File: src/sine_quarter.hex
// one column: first quarter sine magnitude, 12-bit hex, entry i at angle (i+0.5)*pi/64
// full scale is 2047, 32 entries from index 0 up to index 31
032
097
0FB
15E
1C0
222
282
2E1
33E
398
3F1
447
49B
4EB
539
583
5CB
60E
64E
68A
6C1
6F5
724
74F
776
798
7B5
7CD
7E1
7F0
7F9
7FE

File: src/dds_pkg.sv
package dds_pkg;

   ///////////////////////////////////////////////////////////////////////
   // sizes
   ///////////////////////////////////////////////////////////////////////
   localparam int SAMPLE_W   = 12;
   localparam int PHASE_W    = 32;
   localparam int LFSR_W     = 5;
   localparam int NUM_KEYS   = 17;
   localparam int QTAB_DEPTH = 32;
   localparam int AMP_MAX    = 2047;
   localparam int APB_ADDR_W = 5;
   localparam int APB_DATA_W = 32;

   ///////////////////////////////////////////////////////////////////////
   // register map, byte addresses
   ///////////////////////////////////////////////////////////////////////
   localparam logic [APB_ADDR_W-1:0] REG_CTRL      = 5'h00;  // en, wave sel, mod sel
   localparam logic [APB_ADDR_W-1:0] REG_PHASE_INC = 5'h04;
   localparam logic [APB_ADDR_W-1:0] REG_PHASE     = 5'h08;  // write loads accumulator
   localparam logic [APB_ADDR_W-1:0] REG_LFSR_DIV  = 5'h0C;
   localparam logic [APB_ADDR_W-1:0] REG_LFSR      = 5'h10;  // read only
   localparam logic [APB_ADDR_W-1:0] REG_KEYS      = 5'h14;  // read only

   // key k makes with KEY_MAKE_BASE + k, breaks with bit 7 added
   localparam logic [7:0] KEY_MAKE_BASE  = 8'h20;
   localparam logic [7:0] KEY_BREAK_FLAG = 8'h80;

   localparam logic [LFSR_W-1:0] LFSR_SEED = 5'b00001;
   localparam string QTAB_FILE = "/design/src/sine_quarter.hex";

   ///////////////////////////////////////////////////////////////////////
   // types
   ///////////////////////////////////////////////////////////////////////
   typedef logic signed [SAMPLE_W-1:0] sample_t;
   typedef logic [NUM_KEYS-1:0] key_vec_t;

   typedef enum logic [1:0]
   {
      SEL_SIN = 2'd0,
      SEL_COS = 2'd1,
      SEL_SQU = 2'd2,
      SEL_SAW = 2'd3
   } wave_sel_t;

   // code 3 is treated like MOD_NONE
   typedef enum logic [1:0]
   {
      MOD_NONE = 2'd0,
      MOD_ASK  = 2'd1,
      MOD_BPSK = 2'd2
   } mod_sel_t;

   typedef struct packed
   {
      logic [1:0]  quadrant;  // which quarter of the period
      logic [4:0]  index;     // quarter table address
      logic [24:0] frac;      // below table resolution
   } phase_fields_t;

   typedef union packed
   {
      logic [PHASE_W-1:0] raw;
      phase_fields_t      fields;
   } phase_word_u;

endpackage

File: src/dds_ctrl_if.sv
`timescale 1ns/1ps

interface dds_ctrl_if;
   import dds_pkg::*;

   logic                  enable;
   wave_sel_t             wave_sel;
   mod_sel_t              mod_sel;
   logic [PHASE_W-1:0]    phase_inc;
   logic                  phase_load;        // single cycle strobe
   logic [PHASE_W-1:0]    phase_load_value;
   logic [APB_DATA_W-1:0] lfsr_div;
   logic [PHASE_W-1:0]    phase;             // live accumulator value
   logic [LFSR_W-1:0]     lfsr;

   modport regs_mp (
      output enable, wave_sel, mod_sel, phase_inc, phase_load, phase_load_value, lfsr_div,
      input  phase, lfsr
   );

   modport nco_mp (
      input  enable, phase_inc, phase_load, phase_load_value,
      output phase
   );

   modport mod_mp (
      input  enable, wave_sel, mod_sel, lfsr_div,
      output lfsr
   );

endinterface

File: src/apb_regs.sv
`timescale 1ns/1ps

module apb_regs (
   input  logic                              clk,
   input  logic                              rst,
   input  logic                              psel,
   input  logic                              penable,
   input  logic                              pwrite,
   input  logic [dds_pkg::APB_ADDR_W-1:0]    paddr,
   input  logic [dds_pkg::APB_DATA_W-1:0]    pwdata,
   output logic [dds_pkg::APB_DATA_W-1:0]    prdata,
   output logic                              pready,
   output logic                              pslverr,
   input  dds_pkg::key_vec_t                 keys,
   dds_ctrl_if.regs_mp                       ctrl
);
   import dds_pkg::*;

   logic                  access;
   logic                  addr_hit;
   logic                  read_only;
   logic                  wr_en;
   logic [4:0]            ctrl_q;           // {mod_sel, wave_sel, enable}
   logic [PHASE_W-1:0]    phase_inc_q;
   logic [APB_DATA_W-1:0] lfsr_div_q;
   logic                  phase_load_q;
   logic [PHASE_W-1:0]    phase_load_value_q;
   logic [APB_DATA_W-1:0] rdata;

   assign access    = psel && penable;
   assign read_only = (paddr == REG_LFSR) || (paddr == REG_KEYS);
   assign wr_en     = access && pwrite && addr_hit && !read_only;

   ///////////////////////////////////////////////////////////////////////
   // writable registers
   ///////////////////////////////////////////////////////////////////////
   always_ff @(posedge clk)
   begin
      if (rst)
      begin
         ctrl_q       <= '0;
         phase_inc_q  <= '0;
         lfsr_div_q   <= '0;
         phase_load_q <= 1'b0;
      end
      else
      begin
         phase_load_q <= wr_en && (paddr == REG_PHASE);  // strobe after the access cycle
         if (wr_en && (paddr == REG_CTRL))
            ctrl_q <= pwdata[4:0];
         if (wr_en && (paddr == REG_PHASE_INC))
            phase_inc_q <= pwdata;
         if (wr_en && (paddr == REG_LFSR_DIV))
            lfsr_div_q <= pwdata;
      end
   end

   always_ff @(posedge clk)
   begin
      if (wr_en && (paddr == REG_PHASE))
         phase_load_value_q <= pwdata;
   end

   assign ctrl.enable           = ctrl_q[0];
   assign ctrl.wave_sel         = wave_sel_t'(ctrl_q[2:1]);
   assign ctrl.mod_sel          = mod_sel_t'(ctrl_q[4:3]);
   assign ctrl.phase_inc        = phase_inc_q;
   assign ctrl.lfsr_div         = lfsr_div_q;
   assign ctrl.phase_load       = phase_load_q;
   assign ctrl.phase_load_value = phase_load_value_q;

   ///////////////////////////////////////////////////////////////////////
   // read decode
   ///////////////////////////////////////////////////////////////////////
   always_comb
   begin
      addr_hit = 1'b1;
      rdata    = '0;
      case (paddr)
         REG_CTRL:      rdata = 32'(ctrl_q);
         REG_PHASE_INC: rdata = phase_inc_q;
         REG_PHASE:     rdata = ctrl.phase;
         REG_LFSR_DIV:  rdata = lfsr_div_q;
         REG_LFSR:      rdata = 32'(ctrl.lfsr);
         REG_KEYS:      rdata = 32'(keys);
         default:       addr_hit = 1'b0;
      endcase
   end

   assign prdata  = rdata;
   assign pready  = 1'b1;                                      // zero wait states
   assign pslverr = access && (!addr_hit || (pwrite && read_only));

   // every access phase has to follow a setup phase
   penable_after_setup: assert property (
      @(posedge clk) disable iff (rst) $rose(penable) |-> psel && $past(psel)
   );

endmodule

File: src/scan_key_tracker.sv
`timescale 1ns/1ps

module scan_key_tracker (
   input  logic              clk,
   input  logic              rst,
   input  logic              scan_event_ready,
   input  logic [7:0]        scan_event_code,
   output dds_pkg::key_vec_t keys
);
   import dds_pkg::*;

   logic [6:0] key_offset;
   logic       key_hit;
   logic       is_break;
   key_vec_t   keys_q;

   // codes below the base wrap to large offsets and miss
   assign key_offset = scan_event_code[6:0] - KEY_MAKE_BASE[6:0];
   assign key_hit    = key_offset < NUM_KEYS;
   assign is_break   = |(scan_event_code & KEY_BREAK_FLAG);

   always_ff @(posedge clk)
   begin
      if (rst)
         keys_q <= '0;
      else if (scan_event_ready && key_hit)
         keys_q[key_offset[4:0]] <= !is_break;  // make sets, break clears
   end

   assign keys = keys_q;

endmodule

File: src/nco_waveform.sv
`timescale 1ns/1ps

module nco_waveform (
   input  logic             clk,
   input  logic             rst,
   dds_ctrl_if.nco_mp       ctrl,
   output dds_pkg::sample_t sin_out,
   output dds_pkg::sample_t cos_out,
   output dds_pkg::sample_t squ_out,
   output dds_pkg::sample_t saw_out
);
   import dds_pkg::*;

   phase_word_u         phase_q;
   phase_word_u         cos_phase;
   logic [SAMPLE_W-1:0] qtab [QTAB_DEPTH];  // first quarter magnitudes
   sample_t             sin_q;
   sample_t             cos_q;
   sample_t             squ_q;
   sample_t             saw_q;

   initial
   begin
      $readmemh(QTAB_FILE, qtab);
   end

   ///////////////////////////////////////////////////////////////////////
   // phase accumulator
   ///////////////////////////////////////////////////////////////////////
   always_ff @(posedge clk)
   begin
      if (rst)
         phase_q.raw <= '0;
      else if (ctrl.phase_load)
         phase_q.raw <= ctrl.phase_load_value;   // load beats the increment
      else if (ctrl.enable)
         phase_q.raw <= phase_q.raw + ctrl.phase_inc;
   end

   assign ctrl.phase = phase_q.raw;

   // cosine leads by a quarter turn
   assign cos_phase.raw = phase_q.raw + (PHASE_W'(1) << (PHASE_W - 2));

   // odd quadrants walk the table backwards, upper half is negated
   function automatic sample_t quarter_lookup(input phase_word_u p);
      logic [4:0] idx;
      sample_t    mag;
      begin
         if (p.fields.quadrant[0])
            idx = 5'(QTAB_DEPTH - 1) - p.fields.index;
         else
            idx = p.fields.index;
         mag = sample_t'(qtab[idx]);
         return p.fields.quadrant[1] ? -mag : mag;
      end
   endfunction

   ///////////////////////////////////////////////////////////////////////
   // registered waveforms
   ///////////////////////////////////////////////////////////////////////
   always_ff @(posedge clk)
   begin
      sin_q <= quarter_lookup(phase_q);
      cos_q <= quarter_lookup(cos_phase);
      if (phase_q.fields.quadrant[1])
         squ_q <= sample_t'(-AMP_MAX);
      else
         squ_q <= sample_t'(AMP_MAX);
      saw_q <= sample_t'(phase_q.raw[PHASE_W-1 -: SAMPLE_W]);  // top bits as signed ramp
   end

   assign sin_out = sin_q;
   assign cos_out = cos_q;
   assign squ_out = squ_q;
   assign saw_out = saw_q;

endmodule

File: src/prbs_modulator.sv
`timescale 1ns/1ps

module prbs_modulator (
   input  logic             clk,
   input  logic             rst,
   dds_ctrl_if.mod_mp       ctrl,
   input  dds_pkg::sample_t sin_in,
   input  dds_pkg::sample_t cos_in,
   input  dds_pkg::sample_t squ_in,
   input  dds_pkg::sample_t saw_in,
   output dds_pkg::sample_t wave_out,
   output dds_pkg::sample_t mod_out
);
   import dds_pkg::*;

   logic [APB_DATA_W-1:0] tick_cnt;
   logic                  tick;
   logic [LFSR_W-1:0]     lfsr_q;
   sample_t               wave_mux;
   sample_t               mod_mux;
   sample_t               wave_q;
   sample_t               mod_q;

   ///////////////////////////////////////////////////////////////////////
   // tick divider and LFSR
   ///////////////////////////////////////////////////////////////////////
   assign tick = tick_cnt >= ctrl.lfsr_div;  // also recovers if the divider shrinks

   always_ff @(posedge clk)
   begin
      if (rst)
      begin
         tick_cnt <= '0;
         lfsr_q   <= LFSR_SEED;
      end
      else if (ctrl.enable)
      begin
         if (tick)
         begin
            tick_cnt <= '0;
            lfsr_q   <= {lfsr_q[3:0], lfsr_q[4] ^ lfsr_q[2]};  // x^5 + x^3 + 1
         end
         else
            tick_cnt <= tick_cnt + 1'b1;
      end
   end

   assign ctrl.lfsr = lfsr_q;

   ///////////////////////////////////////////////////////////////////////
   // waveform and modulation select
   ///////////////////////////////////////////////////////////////////////
   always_comb
   begin
      case (ctrl.wave_sel)
         SEL_SIN: wave_mux = sin_in;
         SEL_COS: wave_mux = cos_in;
         SEL_SQU: wave_mux = squ_in;
         default: wave_mux = saw_in;
      endcase
      case (ctrl.mod_sel)
         MOD_ASK:  mod_mux = lfsr_q[0] ? cos_in : '0;      // on/off keying
         MOD_BPSK: mod_mux = lfsr_q[0] ? cos_in : -cos_in;
         default:  mod_mux = wave_mux;                     // includes code 3
      endcase
   end

   always_ff @(posedge clk)
   begin
      if (rst)
      begin
         wave_q <= '0;
         mod_q  <= '0;
      end
      else
      begin
         wave_q <= wave_mux;
         mod_q  <= mod_mux;
      end
   end

   assign wave_out = wave_q;
   assign mod_out  = mod_q;

   // all-zero state would lock the sequence
   lfsr_not_zero: assert property (
      @(posedge clk) disable iff (rst) lfsr_q != '0
   );

endmodule

File: src/dds_modulator_top.sv
`timescale 1ns/1ps

module dds_modulator_top (
   input  logic                           CLK_25MHZ,
   input  logic                           reset_from_key,
   input  logic                           psel,
   input  logic                           penable,
   input  logic                           pwrite,
   input  logic [dds_pkg::APB_ADDR_W-1:0] paddr,
   input  logic [dds_pkg::APB_DATA_W-1:0] pwdata,
   output logic [dds_pkg::APB_DATA_W-1:0] prdata,
   output logic                           pready,
   output logic                           pslverr,
   input  logic                           scan_event_ready,
   input  logic [7:0]                     scan_event_code,
   output dds_pkg::sample_t               wave_out,
   output dds_pkg::sample_t               mod_out
);
   import dds_pkg::*;

   key_vec_t keys;
   sample_t  sin_w;
   sample_t  cos_w;
   sample_t  squ_w;
   sample_t  saw_w;

   dds_ctrl_if ctrl_if ();

   ///////////////////////////////////////////////////////////////////////
   // control path
   ///////////////////////////////////////////////////////////////////////
   apb_regs apb_regs_inst (
      .clk     (CLK_25MHZ),
      .rst     (reset_from_key),
      .psel    (psel),
      .penable (penable),
      .pwrite  (pwrite),
      .paddr   (paddr),
      .pwdata  (pwdata),
      .prdata  (prdata),
      .pready  (pready),
      .pslverr (pslverr),
      .keys    (keys),
      .ctrl    (ctrl_if.regs_mp)
   );

   scan_key_tracker scan_key_tracker_inst (
      .clk              (CLK_25MHZ),
      .rst              (reset_from_key),
      .scan_event_ready (scan_event_ready),
      .scan_event_code  (scan_event_code),
      .keys             (keys)
   );

   ///////////////////////////////////////////////////////////////////////
   // signal path
   ///////////////////////////////////////////////////////////////////////
   nco_waveform nco_waveform_inst (
      .clk     (CLK_25MHZ),
      .rst     (reset_from_key),
      .ctrl    (ctrl_if.nco_mp),
      .sin_out (sin_w),
      .cos_out (cos_w),
      .squ_out (squ_w),
      .saw_out (saw_w)
   );

   prbs_modulator prbs_modulator_inst (
      .clk      (CLK_25MHZ),
      .rst      (reset_from_key),
      .ctrl     (ctrl_if.mod_mp),
      .sin_in   (sin_w),
      .cos_in   (cos_w),
      .squ_in   (squ_w),
      .saw_in   (saw_w),
      .wave_out (wave_out),
      .mod_out  (mod_out)
   );

endmodule

File: config.mk
export PLATFORM = sky130hd
export DESIGN_NAME = dds_modulator_top
export DESIGN_NICKNAME = d
export VERILOG_FILES = /design/src/dds_pkg.sv /design/src/dds_ctrl_if.sv /design/src/apb_regs.sv /design/src/scan_key_tracker.sv /design/src/nco_waveform.sv /design/src/prbs_modulator.sv /design/src/dds_modulator_top.sv
export SDC_FILE = /design/constraint.sdc
export NUM_CORES = 1
export LEC_CHECK = 0
export BUFFER_PORTS_ARGS = -buffer_cell sky130_fd_sc_hd__buf_2
export CORE_MARGIN = 2
export CORE_UTILIZATION = 50
export CTS_BUF_LIST = sky130_fd_sc_hd__clkbuf_8
export DETAILED_ROUTE_END_ITERATION = 8
export GPL_TIMING_DRIVEN = 0
export MAX_ROUTING_LAYER = met4
export PLACE_DENSITY_LB_ADDON = 0.3
export SLEW_MARGIN = 20
export SYNTH_ARGS = -nofsm -noshare
export SYNTH_HDL_FRONTEND = slang
export SYNTH_SLANG_ARGS = --single-unit
File: constraint.sdc
create_clock -name CLK_25MHZ -period 4.2 [get_ports CLK_25MHZ]
set_input_delay 0.84 -clock CLK_25MHZ [delete_from_list [all_inputs] [get_ports CLK_25MHZ]]
set_output_delay 0.84 -clock CLK_25MHZ [all_outputs]
set_load 0.005 [all_outputs]
# Word level (Yosys, flattened, before mapping)

Cells that the tools add are included.
Widths: inputs -> output; s select.

Register bits: 260
Input bits: 51
Output and inout bits: 58

Add/sub/neg operators: 7
$lt $le $gt $ge: 4
Eq/ne operators: 9
Mux-type cells: 15
Bitwise operators: 1
Reductions and logical operators: 22

Operators with widths:

| operator               | number |
|---|---|
| $pmux 32 s6            | 1 |
| $mux 32                | 3 |
| $mux 12                | 5 |
| $pmux 12 s3            | 1 |
| $add 32x1->32 const B  | 1 |
| $add 32x31->32 const B | 1 |
| $add 32x32->32         | 1 |
| $ge 32x32->1           | 1 |
| $neg 12->12 const A    | 2 |
| $pmux 12 s2            | 1 |
| $bwmux 17              | 1 |
| $logic_and 1x1->1      | 12 |
| $neg 12->12            | 1 |
| $eq 5x4->1 const B     | 2 |
| $eq 5x5->1 const B     | 2 |
| $lt 7x5->1 const B     | 1 |
| $sub 7x6->7 const B    | 1 |
| $lt 5x6->1 const B     | 1 |
| $reduce_or 6->1        | 1 |
| $demux 1 s5            | 1 |
| $eq 5x3->1 const B     | 1 |
| $ge 5x1->1 const B     | 1 |
| $logic_not 5->1        | 1 |
| $eq 2x1->1 const B     | 2 |
| other kinds (8)        | 13 |

# Logic depth before layout (Yosys ltp)

Gate-level depths: netlist of the first run.

Depth in word-level cells: 6
Mapped depth: 11
Depth with buffers taken out: 9

# By module

From an unflattened synthesis of the first run, not the netlist that was laid out.

Cells, all modules: 1509
Area, all modules: 13269.0 um2

By module, submodules not included:

| module           | times used | cells an instance | area an instance (um2) | sequential area each (um2) |
|---|---|---|---|---|
| apb_regs         | 1          | 483               | 4842.1                 | 2362.3 |
| nco_waveform     | 1          | 498               | 3856.2                 | 900.9 |
| prbs_modulator   | 1          | 453               | 3788.6                 | 1221.2 |
| scan_key_tracker | 1          | 75                | 782.0                  | 340.3 |

# Least setup slack after synthesis of the first run

No wires, ideal clock.

Path type: input-to-reg
Start point: input paddr[4] (netlist bit)
End point: register apb_regs_inst.phase_load_value_q[0], in the netlist apb_regs_inst.ctrl.phase_load_value[0] (enable)
Setup time: 461 ps
Data arrival time: 3825 ps
Required time: 3739 ps
Path slack: -86 ps
Cell stages on the path: 5
Cell sequence: clkbuf_1 > nor3_1 > nand2_1 > clkbuf_1 > nor3_1

Cells in the longest elaborated chain, start to end: 6

Ends and longest elaborated chain:

| item                                     | line                           | text |
|---|---|---|
| start, declared                          | dds_modulator_top.sv:9         | `input logic [dds_pkg::APB_ADDR_W-1:0] paddr,` |
| $eq 5x4->1, or another cell as far along | apb_regs.sv:60, apb_regs.sv:79 |  |
| $reduce_or 6->1 (no source line)         | -                              |  |
| $mux 1                                   | apb_regs.sv:79                 | `case (paddr)` |
| $logic_and 1x1->1 (2 in a row)           | apb_regs.sv:32                 | `assign wr_en = access && pwrite && addr_hit && !read_only;` |
| $logic_and 1x1->1 *                      | apb_regs.sv:60                 | `if (wr_en && (paddr == REG_PHASE))` |
| end signal, assigned                     | apb_regs.sv:61                 | `phase_load_value_q <= pwdata;` |
| end, declared                            | apb_regs.sv:27                 | `logic [PHASE_W-1:0] phase_load_value_q;` |

Mark *: on every way between the ends. The rest lies on a longest branch, timed or not.
A chain may end at the register's enable or synchronous reset.

# Worst setup path after layout of the first run

Start point: input paddr[1] (netlist bit)
End point: output prdata[20] (netlist bit)

Cells in the longest elaborated chain, start to end: 2

Ends and longest elaborated chain:

| item                                     | line                    | text |
|---|---|---|
| $eq 5x5->1, or another cell as far along | apb_regs.sv:79          |  |
| $pmux 32 s6 *                            | apb_regs.sv:79          |  |
| end, declared                            | dds_modulator_top.sv:11 | `output logic [dds_pkg::APB_DATA_W-1:0] prdata,` |

Marks and branches as above.

==> results of run 1 <==
## layout make-up
type	count	area share
clock buffer	45	0.0469
sequential	225	0.366
timing repair buffer	107	0.0430
buffer	74	0.0220
tap	285	0.0270
inverter	59	0.0168
multi-input combinational	1004	0.471
clock inverter	23	0.00721
## where the power goes
| part | switching [mW] | internal (mW) | total [mW] |
|---|---|---|---|
| Combinational | 0.107 | 0.0432 | 0.150 |
| Clock | 0.914 | 0.971 | 1.89 |
| Sequential | 0.000953 | 2.18 | 2.18 |
| Total | 1.02 | 3.20 | 4.22 |
## critical path, cell delays in order
cell and delay [ps]:
buf_2 120, nor3_1 310, nand2_1 290, nor2_1 540, clkbuf_1 460, nand2_1 110
o21ai_0 180, buf_2 190
## logic make-up after synthesis
kind of cell | after synthesis | synth area share
simple gates | 463 | 0.181
fa+ha+maj | 65 | 0.0711
buf+inv | 133 | 0.0443
compound gates | 362 | 0.193
flops | 225 | 0.418
mux | 64 | 0.0557
xor+xnor | 49 | 0.0372
other cells | 1 | 0.000325
## registers in the layout (all words and copies together), names as in the netlist
signal and flops:
apb_regs_inst.ctrl.phase_load 1, nco_waveform_inst.ctrl.phase 32, apb_regs_inst.ctrl_q 5, prbs_modulator_inst.mod_out 12
nco_waveform_inst.saw_out 11, prbs_modulator_inst.ctrl.lfsr 5, scan_key_tracker_inst.keys 17, apb_regs_inst.ctrl.phase_inc 32
prbs_modulator_inst.tick_cnt 32, prbs_modulator_inst.wave_out 12, apb_regs_inst.ctrl.phase_load_value 32, apb_regs_inst.ctrl.lfsr_div 32
nco_waveform_inst.squ_out 2
## per-layer routing
metal / share of wire / vias to the layer above / track usage
met4: 0.031 / 0 / 0.105
met2: 0.46 / 518 / 0.494
met3: 0.092 / 78 / 0.0531
met1: 0.42 / 5102 / 0.409
li1: - / 5146 / -
met5: 0 / - / -
## worst max path at each step
stage	startpoint	end	depth (start not counted)
3_3_place_gp	paddr[4]	apb_regs_inst.ctrl.phase_load_value[26]	5
5_1_grt	paddr[1]	prdata[20]	8
6_report	paddr[1]	prdata[20]	8
2_1_floorplan	paddr[4]	apb_regs_inst.ctrl.phase_load_value[0]	5
3_5_place_dp	paddr[1]	prdata[20]	8
4_1_cts	paddr[2]	prdata[16]	6
## stage by stage
step / instances / util / total power [mW] / hold WS (ps) / setup TNS (ps)
3_5_place_dp: 1754 / 0.551 / 2.38 / 409 / 0
5_1_grt: 1822 / 0.583 / 4.33 / 406 / 0
4_1_cts: 1822 / 0.583 / 4.22 / 406 / 0
3_3_place_gp: 1752 / 0.549 / 2.37 / 409 / -11330
2_1_floorplan: 1362 / - / 2.30 / 363 / 0
6_report: 1822 / 0.583 / 4.22 / 409 / 0
## cell usage in the layout (no fill, tap or decap), drive strengths merged, types with 25 or more instances in the layout
master and n:
buf 119, inv 77, a21oi 168, clkbuf 107, dfxtp 193, nor2 104
ha 64, o21ai 53, nand2 209, nor3 32, a21o 25, nand3 25
xor2 28, edfxtp 32, mux2i 62
==> reports/summary.txt, run 1 <==
Synth top area share - 0.335
FMAX - 0.258 GHz
Reg-to-Reg Start - nco_waveform_inst.ctrl.phase[0]
Critical path type - input pin to primary output
Worst reg2reg path depth - 9
Final Setup Violations - 0
CP required - 3360 ps
Status - finished, final reports clean
Clock Skew - 25.2 ps
Vias - 10800
Pin count of the biggest net entering global routing - 15
CTS tree - built
Distinct cell type count after synthesis - 63
HP Start - nco_waveform_inst.ctrl.phase[28]
VDD IR max - 0.181 mV
H-tree level count - 2
Post-CTS sizing - 0
Area contributors post-synth - dfxtp_1 33%, edfxtp_1 8.3%, a21oi_1 7.2%, ha_1 6.9%, nand2_1 6.8%
Avg Inst Size Synth - 8.47 sq um
Placed cell area - 12500 sq um
CP Data Arrival Time - 3040 ps
Max Buffers Root-to-Sink - 3
Least-Margin Pin Slew - 963 ps
Core area - 22600 sq um
Max_cap viols - 0
Sequential-to-total area share from yosys stat - 0.418
Area grow syn2layout - 14.4%
Antenna Nets Post-Route - 0
Footprint of the multi-input gates - 6220 sq um
CTS clock-pin slew for the worst setup and hold paths - 60 ps
GRT Total Usage - 0.313
Sequential Area - 4820 sq um
Final WL - 36900 um
Placer congestion estimate - 0.988
Drt wl/cell - 20.3 um
Layout cells sized above 1 - 0.113
Die Wd - 156 um
Lkg Pwr - 5.35 nW
Fin crit share - 0.924
Initial Utilization - 0.510
Total gr overflow - 0
Port Buffers - 105
Slew margin rel. - 0.358
Main synth FF type - dfxtp_1
CP Capture Type - primary output
Clk_lat worst skew - 570 ps
Asr flop ratio synth - 0
Setup bufs post-CTS - 0
Post-synth EDFFs - 32
Ant. Diodes - 0
Most common library cells after synthesis - 209 x nand2_1, 193 x dfxtp_1, 166 x a21oi_1
Die area - 24300 sq um
Yosys top cell by area - dfxtp_1
Antenna violations before repair - 0
WHS Path Cells - 0
Seq cells post-synth - 225
Row cnt - 55
PD cells - 320 nW/um^2
Mean number of vias per cell - 5.95
Final nets - 1627
FILL cells - 2072
Syn Inst Count - 1362
Pins Over Slew Limit - 0
Setup ws final - 320 ps
DP HPWL - 27600 um
DR iter-0 viols - 982
Post-synthesis cell area - 11500 sq um
Yosys warns - 0
CTS Buf Count - 40
R2R Setup Slk - 1080 ps
Synthesized Nets - 1478
Number of global-route vias before repair - 10100
Hold_buf cts - 0
Design area - 13200 sq um
Hold crit path type - register to register
Pre-antenna DRT Iters - 5
Unrepaired setup endpoints after global routing - false
DRC violations left - 0
Io pins - 109
Hold Vio Cnt, Final - 0
Hold Crit Endpoint - nco_waveform_inst.saw_out[8]
Reg2reg end - nco_waveform_inst.ctrl.phase[30]
Global-route wire length before repair - 56600 um
Startpoint Class - input pin
Chip height - 156 um
Clock sink total - 225
Place WS - 488 ps
Clock period minus worst slack - 3880 ps
Clock root buffer - clkbuf_8
CP max FO - 10
Most common cell in the synthesized netlist - nand2_1
(Power assumes the default switching activity.)
==> inputs of run 2 (changes only) <==
--- a/config.mk
+++ b/config.mk
@@ -6,8 +6,10 @@
 export NUM_CORES = 1
 export LEC_CHECK = 0
 export BUFFER_PORTS_ARGS = -buffer_cell sky130_fd_sc_hd__buf_2
+export CELL_PAD_IN_SITES_DETAIL_PLACEMENT = 2
+export CELL_PAD_IN_SITES_GLOBAL_PLACEMENT = 2
 export CORE_MARGIN = 2
-export CORE_UTILIZATION = 50
+export CORE_UTILIZATION = 34
 export CTS_BUF_LIST = sky130_fd_sc_hd__clkbuf_8
 export DETAILED_ROUTE_END_ITERATION = 8
 export GPL_TIMING_DRIVEN = 0
==> reports/summary.txt, run 2 (synthesized netlist as in run 1, its figures left out) <==
Status - finished, final reports clean (unchanged)
DP HPWL - 35900 um (was 27600 um)
Fin crit share - 0.959 (was 0.924)
Initial Utilization - 0.345 (was 0.510)
Least-Margin Pin Slew - 1060 ps (was 963 ps)
Final Setup Violations - 0 (unchanged)
Clk_lat worst skew - 580 ps (was 570 ps)
Lkg Pwr - 5.38 nW (was 5.35 nW)
Io pins - 109 (unchanged)
FMAX - 0.248 GHz (was 0.258 GHz)
Ant. Diodes - 0 (unchanged)
Tot Pwr - 4.36 mW (was 4.22 mW)
GRT Total Usage - 0.273 (was 0.313)
Mean number of vias per cell - 5.58 (was 5.95)
Clock Skew - 32.7 ps (was 25.2 ps)
Startpoint Class - input pin (unchanged)
Number of global-route vias before repair - 12100 (was 10100)
Max_cap viols - 0 (unchanged)
Antenna violations before repair - 0 (unchanged)
PD cells - 325 nW/um^2 (was 320 nW/um^2)
Pre-antenna DRT Iters - 5 (unchanged)
Setup bufs post-CTS - 0 (unchanged)
CP Data Arrival Time - 3190 ps (was 3040 ps)
GR Util met1 - 0.333 (was 0.409)
CP Capture Type - primary output (unchanged)
Pin count of the biggest net entering global routing - 14 (was 15)
Most common cell after layout, fill and taps aside - nand2_1 (unchanged)
CTS clock-pin slew for the worst setup and hold paths - 60 ps (about the same)
Die area - 35400 sq um (was 24300 sq um)
Crit-path slowest cell - buf_1 (was nor2_1)
Max Buffers Root-to-Sink - 3 (unchanged)
Critical-path cell list - buf_2 -> clkbuf_1 -> buf_1 -> mux2i_1 -> o22ai_1 -> buf_2 (was buf_2 -> nor3_1 -> nand2_1 -> nor2_1 -> clkbuf_1 -> nand2_1 -> o21ai_0 -> buf_2)
H-tree level count - 2 (unchanged)
Footprint of the multi-input gates - 6220 sq um (unchanged)
Global Route met2 Usage - 0.461 (was 0.494)
Delay-heaviest family, CP - buffers and inverters (was simple AND/OR/NAND/NOR gates)
Global-route wire length before repair - 71500 um (was 56600 um)
Sequential Area - 4820 sq um (unchanged)
Area grow syn2layout - 16.4% (was 14.4%)
Core area - 33400 sq um (was 22600 sq um)
Placed cell area - 12700 sq um (was 12500 sq um)
Most frequent cells in the layout - 209 x nand2_1, 193 x dfxtp_1, 166 x a21oi_1 (unchanged)
Chip height - 188 um (was 156 um)
Final Core Density - 0.402 (was 0.583)
DR iter-0 viols - 534 (was 982)
Max stage delay on crit path - 860 ps (was 540 ps)
Die Wd - 188 um (was 156 um)
FILL cells - 3843 (was 2072)
CP bufs+invs - 4 (was 3)
Vias - 11100 (was 10800)
CP required - 3360 ps (about the same)
CTS tree - built (unchanged)
Hold Vio Cnt, Final - 0 (unchanged)
Final WL - 47100 um (was 36900 um)
Port Buffers - 105 (unchanged)
Design area - 13400 sq um (was 13200 sq um)
Clock period minus worst slack - 4030 ps (was 3880 ps)
VDD IR max - 0.154 mV (was 0.181 mV)
Critical path type - input pin to primary output (unchanged)
Slew margin rel. - 0.292 (was 0.358)
Layout cells sized above 1 - 0.115 (was 0.113)
Clock root buffer - clkbuf_8 (unchanged)
Drt wl/cell - 23.7 um (was 20.3 um)
DRC violations left - 0 (unchanged)
CP max FO - 10 (unchanged)
Hold crit path type - register to register (unchanged)
CTS Buf Count - 42 (was 40)
Row cnt - 67 (was 55)
Final nets - 1629 (was 1627)
Unrepaired setup endpoints after global routing - false (unchanged)
Gr busiest metal - met2 (unchanged)
Grt met3 use - 0.0346 (was 0.0531)
Post-CTS sizing - 0 (unchanged)
Clock sink total - 225 (unchanged)
CP dominant cell by count - buf_2
Placer congestion estimate - 0.898 (was 0.988)
Antenna Nets Post-Route - 0 (unchanged)
Pins Over Slew Limit - 0 (unchanged)
Hold_buf cts - 0 (unchanged)
Total gr overflow - 0 (unchanged)
-- run 2: cell types whose count changed in the layout (fill, tap and decap cells not counted), sizes merged --
cell,change
clkbuf,+2
inv,+4
-- run 2: worst paths after layout --
path              depth (start not counted)                                to  slack, ps                             start
setup / recovery                          6                        prdata[16]        170                          paddr[2]
setup reg to reg                          9  nco_waveform_inst.ctrl.phase[26]        940   apb_regs_inst.ctrl.phase_inc[0]
hold / removal                            0     nco_waveform_inst.squ_out[11]        400  nco_waveform_inst.ctrl.phase[31]
hold reg to reg                           0     nco_waveform_inst.squ_out[11]        400  nco_waveform_inst.ctrl.phase[31]
-- run 2: per-layer routing --
metal,share of wire,wire length [um]
met5,0,0
met1,0.44,20600
met3,0.045,2110
met4,0.036,1720
met2,0.48,22700
-- run 2: power by group --
| part | switching, mW | internal [mW] |
|---|---|---|
| registers | 0.00109 | 2.18 |
| logic | 0.117 | 0.0434 |
| clock network | 0.995 | 1.02 |
-- run 2: final cells by class --
type	count	share of cell area
inverter	59	0.0165
sequential	225	0.359
tap	448	0.0417
clock buffer	47	0.0481
multi-input combinational	1004	0.463
buffer	74	0.0216
clock inverter	27	0.00866
timing repair buffer	107	0.0413
-- run 2: metrics by stage --
step	TNS, ps	hold slack (ps)	instances	setup slack [ps]
2_1_floorplan	0	363	1362	908
3_3_place_gp	-17530	420	1915	-550
3_5_place_dp	0	419	1917	271
4_1_cts	0	393	1991	257
5_1_grt	0	410	1991	84.8
6_report	0	397	1991	172
==> inputs of run 3 (changes only) <==
--- a/config.mk
+++ b/config.mk
@@ -15,6 +15,7 @@
 export GPL_TIMING_DRIVEN = 0
 export MAX_ROUTING_LAYER = met4
 export PLACE_DENSITY_LB_ADDON = 0.3
+export REMOVE_ABC_BUFFERS = 1
 export SLEW_MARGIN = 20
 export SYNTH_ARGS = -nofsm -noshare
 export SYNTH_HDL_FRONTEND = slang
==> reports/summary.txt, run 3 (synthesized netlist as in run 1, its figures left out) <==
Status - finished, final reports clean (unchanged)
VDD IR max - 0.220 mV (was 0.154 mV)
Setup ws final - 135 ps (was 172 ps)
Min Hold Slack - 395 ps (was 397 ps)
R2R Setup Slk - 1000 ps (was 940 ps)
Die area - 35400 sq um (unchanged)
Combinational power share - 0.032 (was 0.037)
GRT Total Usage - 0.244 (was 0.273)
CTS tree - built (unchanged)
CP required - 3360 ps (about the same)
Pin count of the biggest net entering global routing - 65 (was 14)
Most common cell after layout, fill and taps aside - nand2_1 (unchanged)
Final Core Density - 0.403 (was 0.402)
Reg-to-Reg Start - apb_regs_inst.ctrl_q[0] (was apb_regs_inst.ctrl.phase_inc[0])
Final Setup Violations - 0 (unchanged)
CP bufs+invs - 3 (was 4)
FILL cells - 3722 (was 3843)
Final nets - 1570 (was 1629)
HP Start - nco_waveform_inst.ctrl.phase[27] (was nco_waveform_inst.ctrl.phase[31])
Number of global-route vias before repair - 11500 (was 12100)
Clock sink total - 225 (unchanged)
Max_cap viols - 0 (unchanged)
Io pins - 109 (unchanged)
Vias - 10600 (was 11100)
Final WL - 41900 um (was 47100 um)
Chip height - 188 um (unchanged)
DR iter-0 viols - 387 (was 534)
Number of stages on the worst setup path - 7 (was 6)
Clock period minus worst slack - 4070 ps (was 4030 ps)
NetSw - 1.11 mW (about the same)
DRC violations left - 0 (unchanged)
Sw Ratio - 0.250 (was 0.255)
Tot Pwr - 4.44 mW (was 4.36 mW)
CP Capture Type - primary output (unchanged)
Hold crit path type - register to register (unchanged)
Pre-antenna DRT Iters - 4 (was 5)
Max Buffers Root-to-Sink - 3 (unchanged)
Critical path type - input pin to primary output (unchanged)
Internal power - 3.33 mW (was 3.25 mW)
Slew margin rel. - 0.351 (was 0.292)
Critical-path cell list - buf_4 -> nand2_2 -> nor2_2 -> buf_6 -> nand2_1 -> o21ai_0 -> buf_2 (was buf_2 -> clkbuf_1 -> buf_1 -> mux2i_1 -> o22ai_1 -> buf_2)
Lkg Pwr - 5.43 nW (was 5.38 nW)
Placed cell area - 12600 sq um (was 12700 sq um)
CTS clock-pin slew for the worst setup and hold paths - 60 ps (about the same)
Core area - 33400 sq um (unchanged)
Max stage delay on crit path - 630 ps (was 860 ps)
Port Buffers - 107 (was 105)
CTS Buf Count - 44 (was 42)
DP HPWL - 30100 um (was 35900 um)
Place WS - -163 ps (was 271 ps)
Worst reg2reg path depth - 6 (was 9)
Clock share of power - 0.476 (was 0.462)
PD cells - 330 nW/um^2 (was 325 nW/um^2)
Clock root buffer - clkbuf_8 (unchanged)
Fin crit share - 0.968 (was 0.959)
Unrepaired setup endpoints after global routing - false (unchanged)
Reg2reg end - nco_waveform_inst.ctrl.phase[31] (was nco_waveform_inst.ctrl.phase[26])
Sequential share of power - 0.492 (was 0.501)
CP Data Arrival Time - 3230 ps (was 3190 ps)
Row cnt - 67 (unchanged)
CP max FO - 39 (was 10)
Hold_buf cts - 0 (unchanged)
FMAX - 0.246 GHz (was 0.248 GHz)
Antenna violations before repair - 1 (was 0)
Clk_lat worst skew - 590 ps (was 580 ps)
Hold Vio Cnt, Final - 0 (unchanged)
Placer congestion estimate - 0.848 (was 0.898)
Global-route wire length before repair - 66000 um (was 71500 um)
Worst setup path endpoint - prdata[23] (was prdata[16])
Antenna Nets Post-Route - 0 (unchanged)
Layout cells sized above 1 - 0.137 (was 0.115)
Most frequent cells in the layout - 206 x nand2_1, 191 x dfxtp_1, 166 x a21oi_1 (was 209 x nand2_1, 193 x dfxtp_1, 166 x a21oi_1)
Delay-heaviest family, CP - simple AND/OR/NAND/NOR gates (was buffers and inverters)
Total gr overflow - 0 (unchanged)
Die Wd - 188 um (unchanged)
Critical Path Source - paddr[2] (unchanged)
Pins Over Slew Limit - 0 (unchanged)
Mean number of vias per cell - 5.50 (was 5.58)
Drt wl/cell - 21.6 um (was 23.7 um)
Initial Utilization - 0.345 (unchanged)
Least-Margin Pin Slew - 972 ps (was 1060 ps)
H-tree level count - 2 (unchanged)
Design area - 13500 sq um (was 13400 sq um)
Crit-path slowest cell - buf_4 (was buf_1)
Area grow syn2layout - 16.8% (was 16.4%)
Clock Skew - 35.0 ps (was 32.7 ps)
Startpoint Class - input pin (unchanged)
==> run 3: cell count changes in the layout (fill, tap and decap cells not counted), moves of 3 or more <==
cell	change
clkbuf_1	-62
buf_4	+3
clkbuf_8	+4
buf_1	-9
buf_6	+3
nand2_1	-3
nand2_2	+3
buf_16	+6
==> run 3: per-layer routing <==
| layer | vias up | routed length, um | track usage |
|---|---|---|---|
| met5 | - | 0 | - |
| met4 | 0 | 1390 | 0.0839 |
| met3 | 74 | 1640 | 0.0371 |
| met2 | 223 | 20500 | 0.416 |
| met1 | 5338 | 18400 | 0.294 |
| li1 | 5014 | - | - |
==> run 3: worst reg2reg max path, cell delays in order, from the launching register on <==
cell and delay [ps]:
dfxtp_4 780, inv_2 520, nor2_1 560, nand2_1 500
or3_1 510, nor3_1 140, or3b_1 140
==> run 3: power by group through the flow <==
stage	clock [mW]	sequential, mW	combinational (mW)
after floorplan	0	2.23	0.0332
after global placement	0	2.23	0.129
after detailed placement	0	2.23	0.140
after CTS	2.17	2.18	0.141
after global routing	2.28	2.18	0.152
final	2.11	2.18	0.142
==> run 3: how the worst min path moves through the flow <==
stage                                          to  slack [ps]  depth (start not counted)
floorplan           nco_waveform_inst.saw_out[10]         360                          0
global placement     nco_waveform_inst.saw_out[6]         380                          0
detailed placement   nco_waveform_inst.saw_out[7]         380                          0
CTS                  nco_waveform_inst.saw_out[6]         400                          0
global route         nco_waveform_inst.saw_out[7]         410                          0
finish               nco_waveform_inst.saw_out[7]         400                          0
==> run 3: stage by stage <==
step | cells | setup TNS [ps]
6_report | 1936 | 0
5_1_grt | 1936 | 0
4_1_cts | 1935 | 0
3_5_place_dp | 1856 | -999
3_3_place_gp | 1843 | -278580
2_1_floorplan | 1288 | -5140
==> run 3: final cells by class <==
type	instances	area, sq um	share of cell area
clock inverter	28	124	0.00919
tap	448	561	0.0416
inverter	59	221	0.0164
timing repair buffer	120	781	0.0579
clock buffer	51	702	0.0521
multi-input combinational	1004	6250	0.464
antenna	1	2.50	0.000186
sequential	225	4830	0.359
==> run 3: repair_timing <==
action / in CTS / in global routing
resized for setup: 1 / 0
buffers inserted: 0 / 0
setup endpoints to repair: 12 / 0
endpoints found under the hold margin: 0 / 0
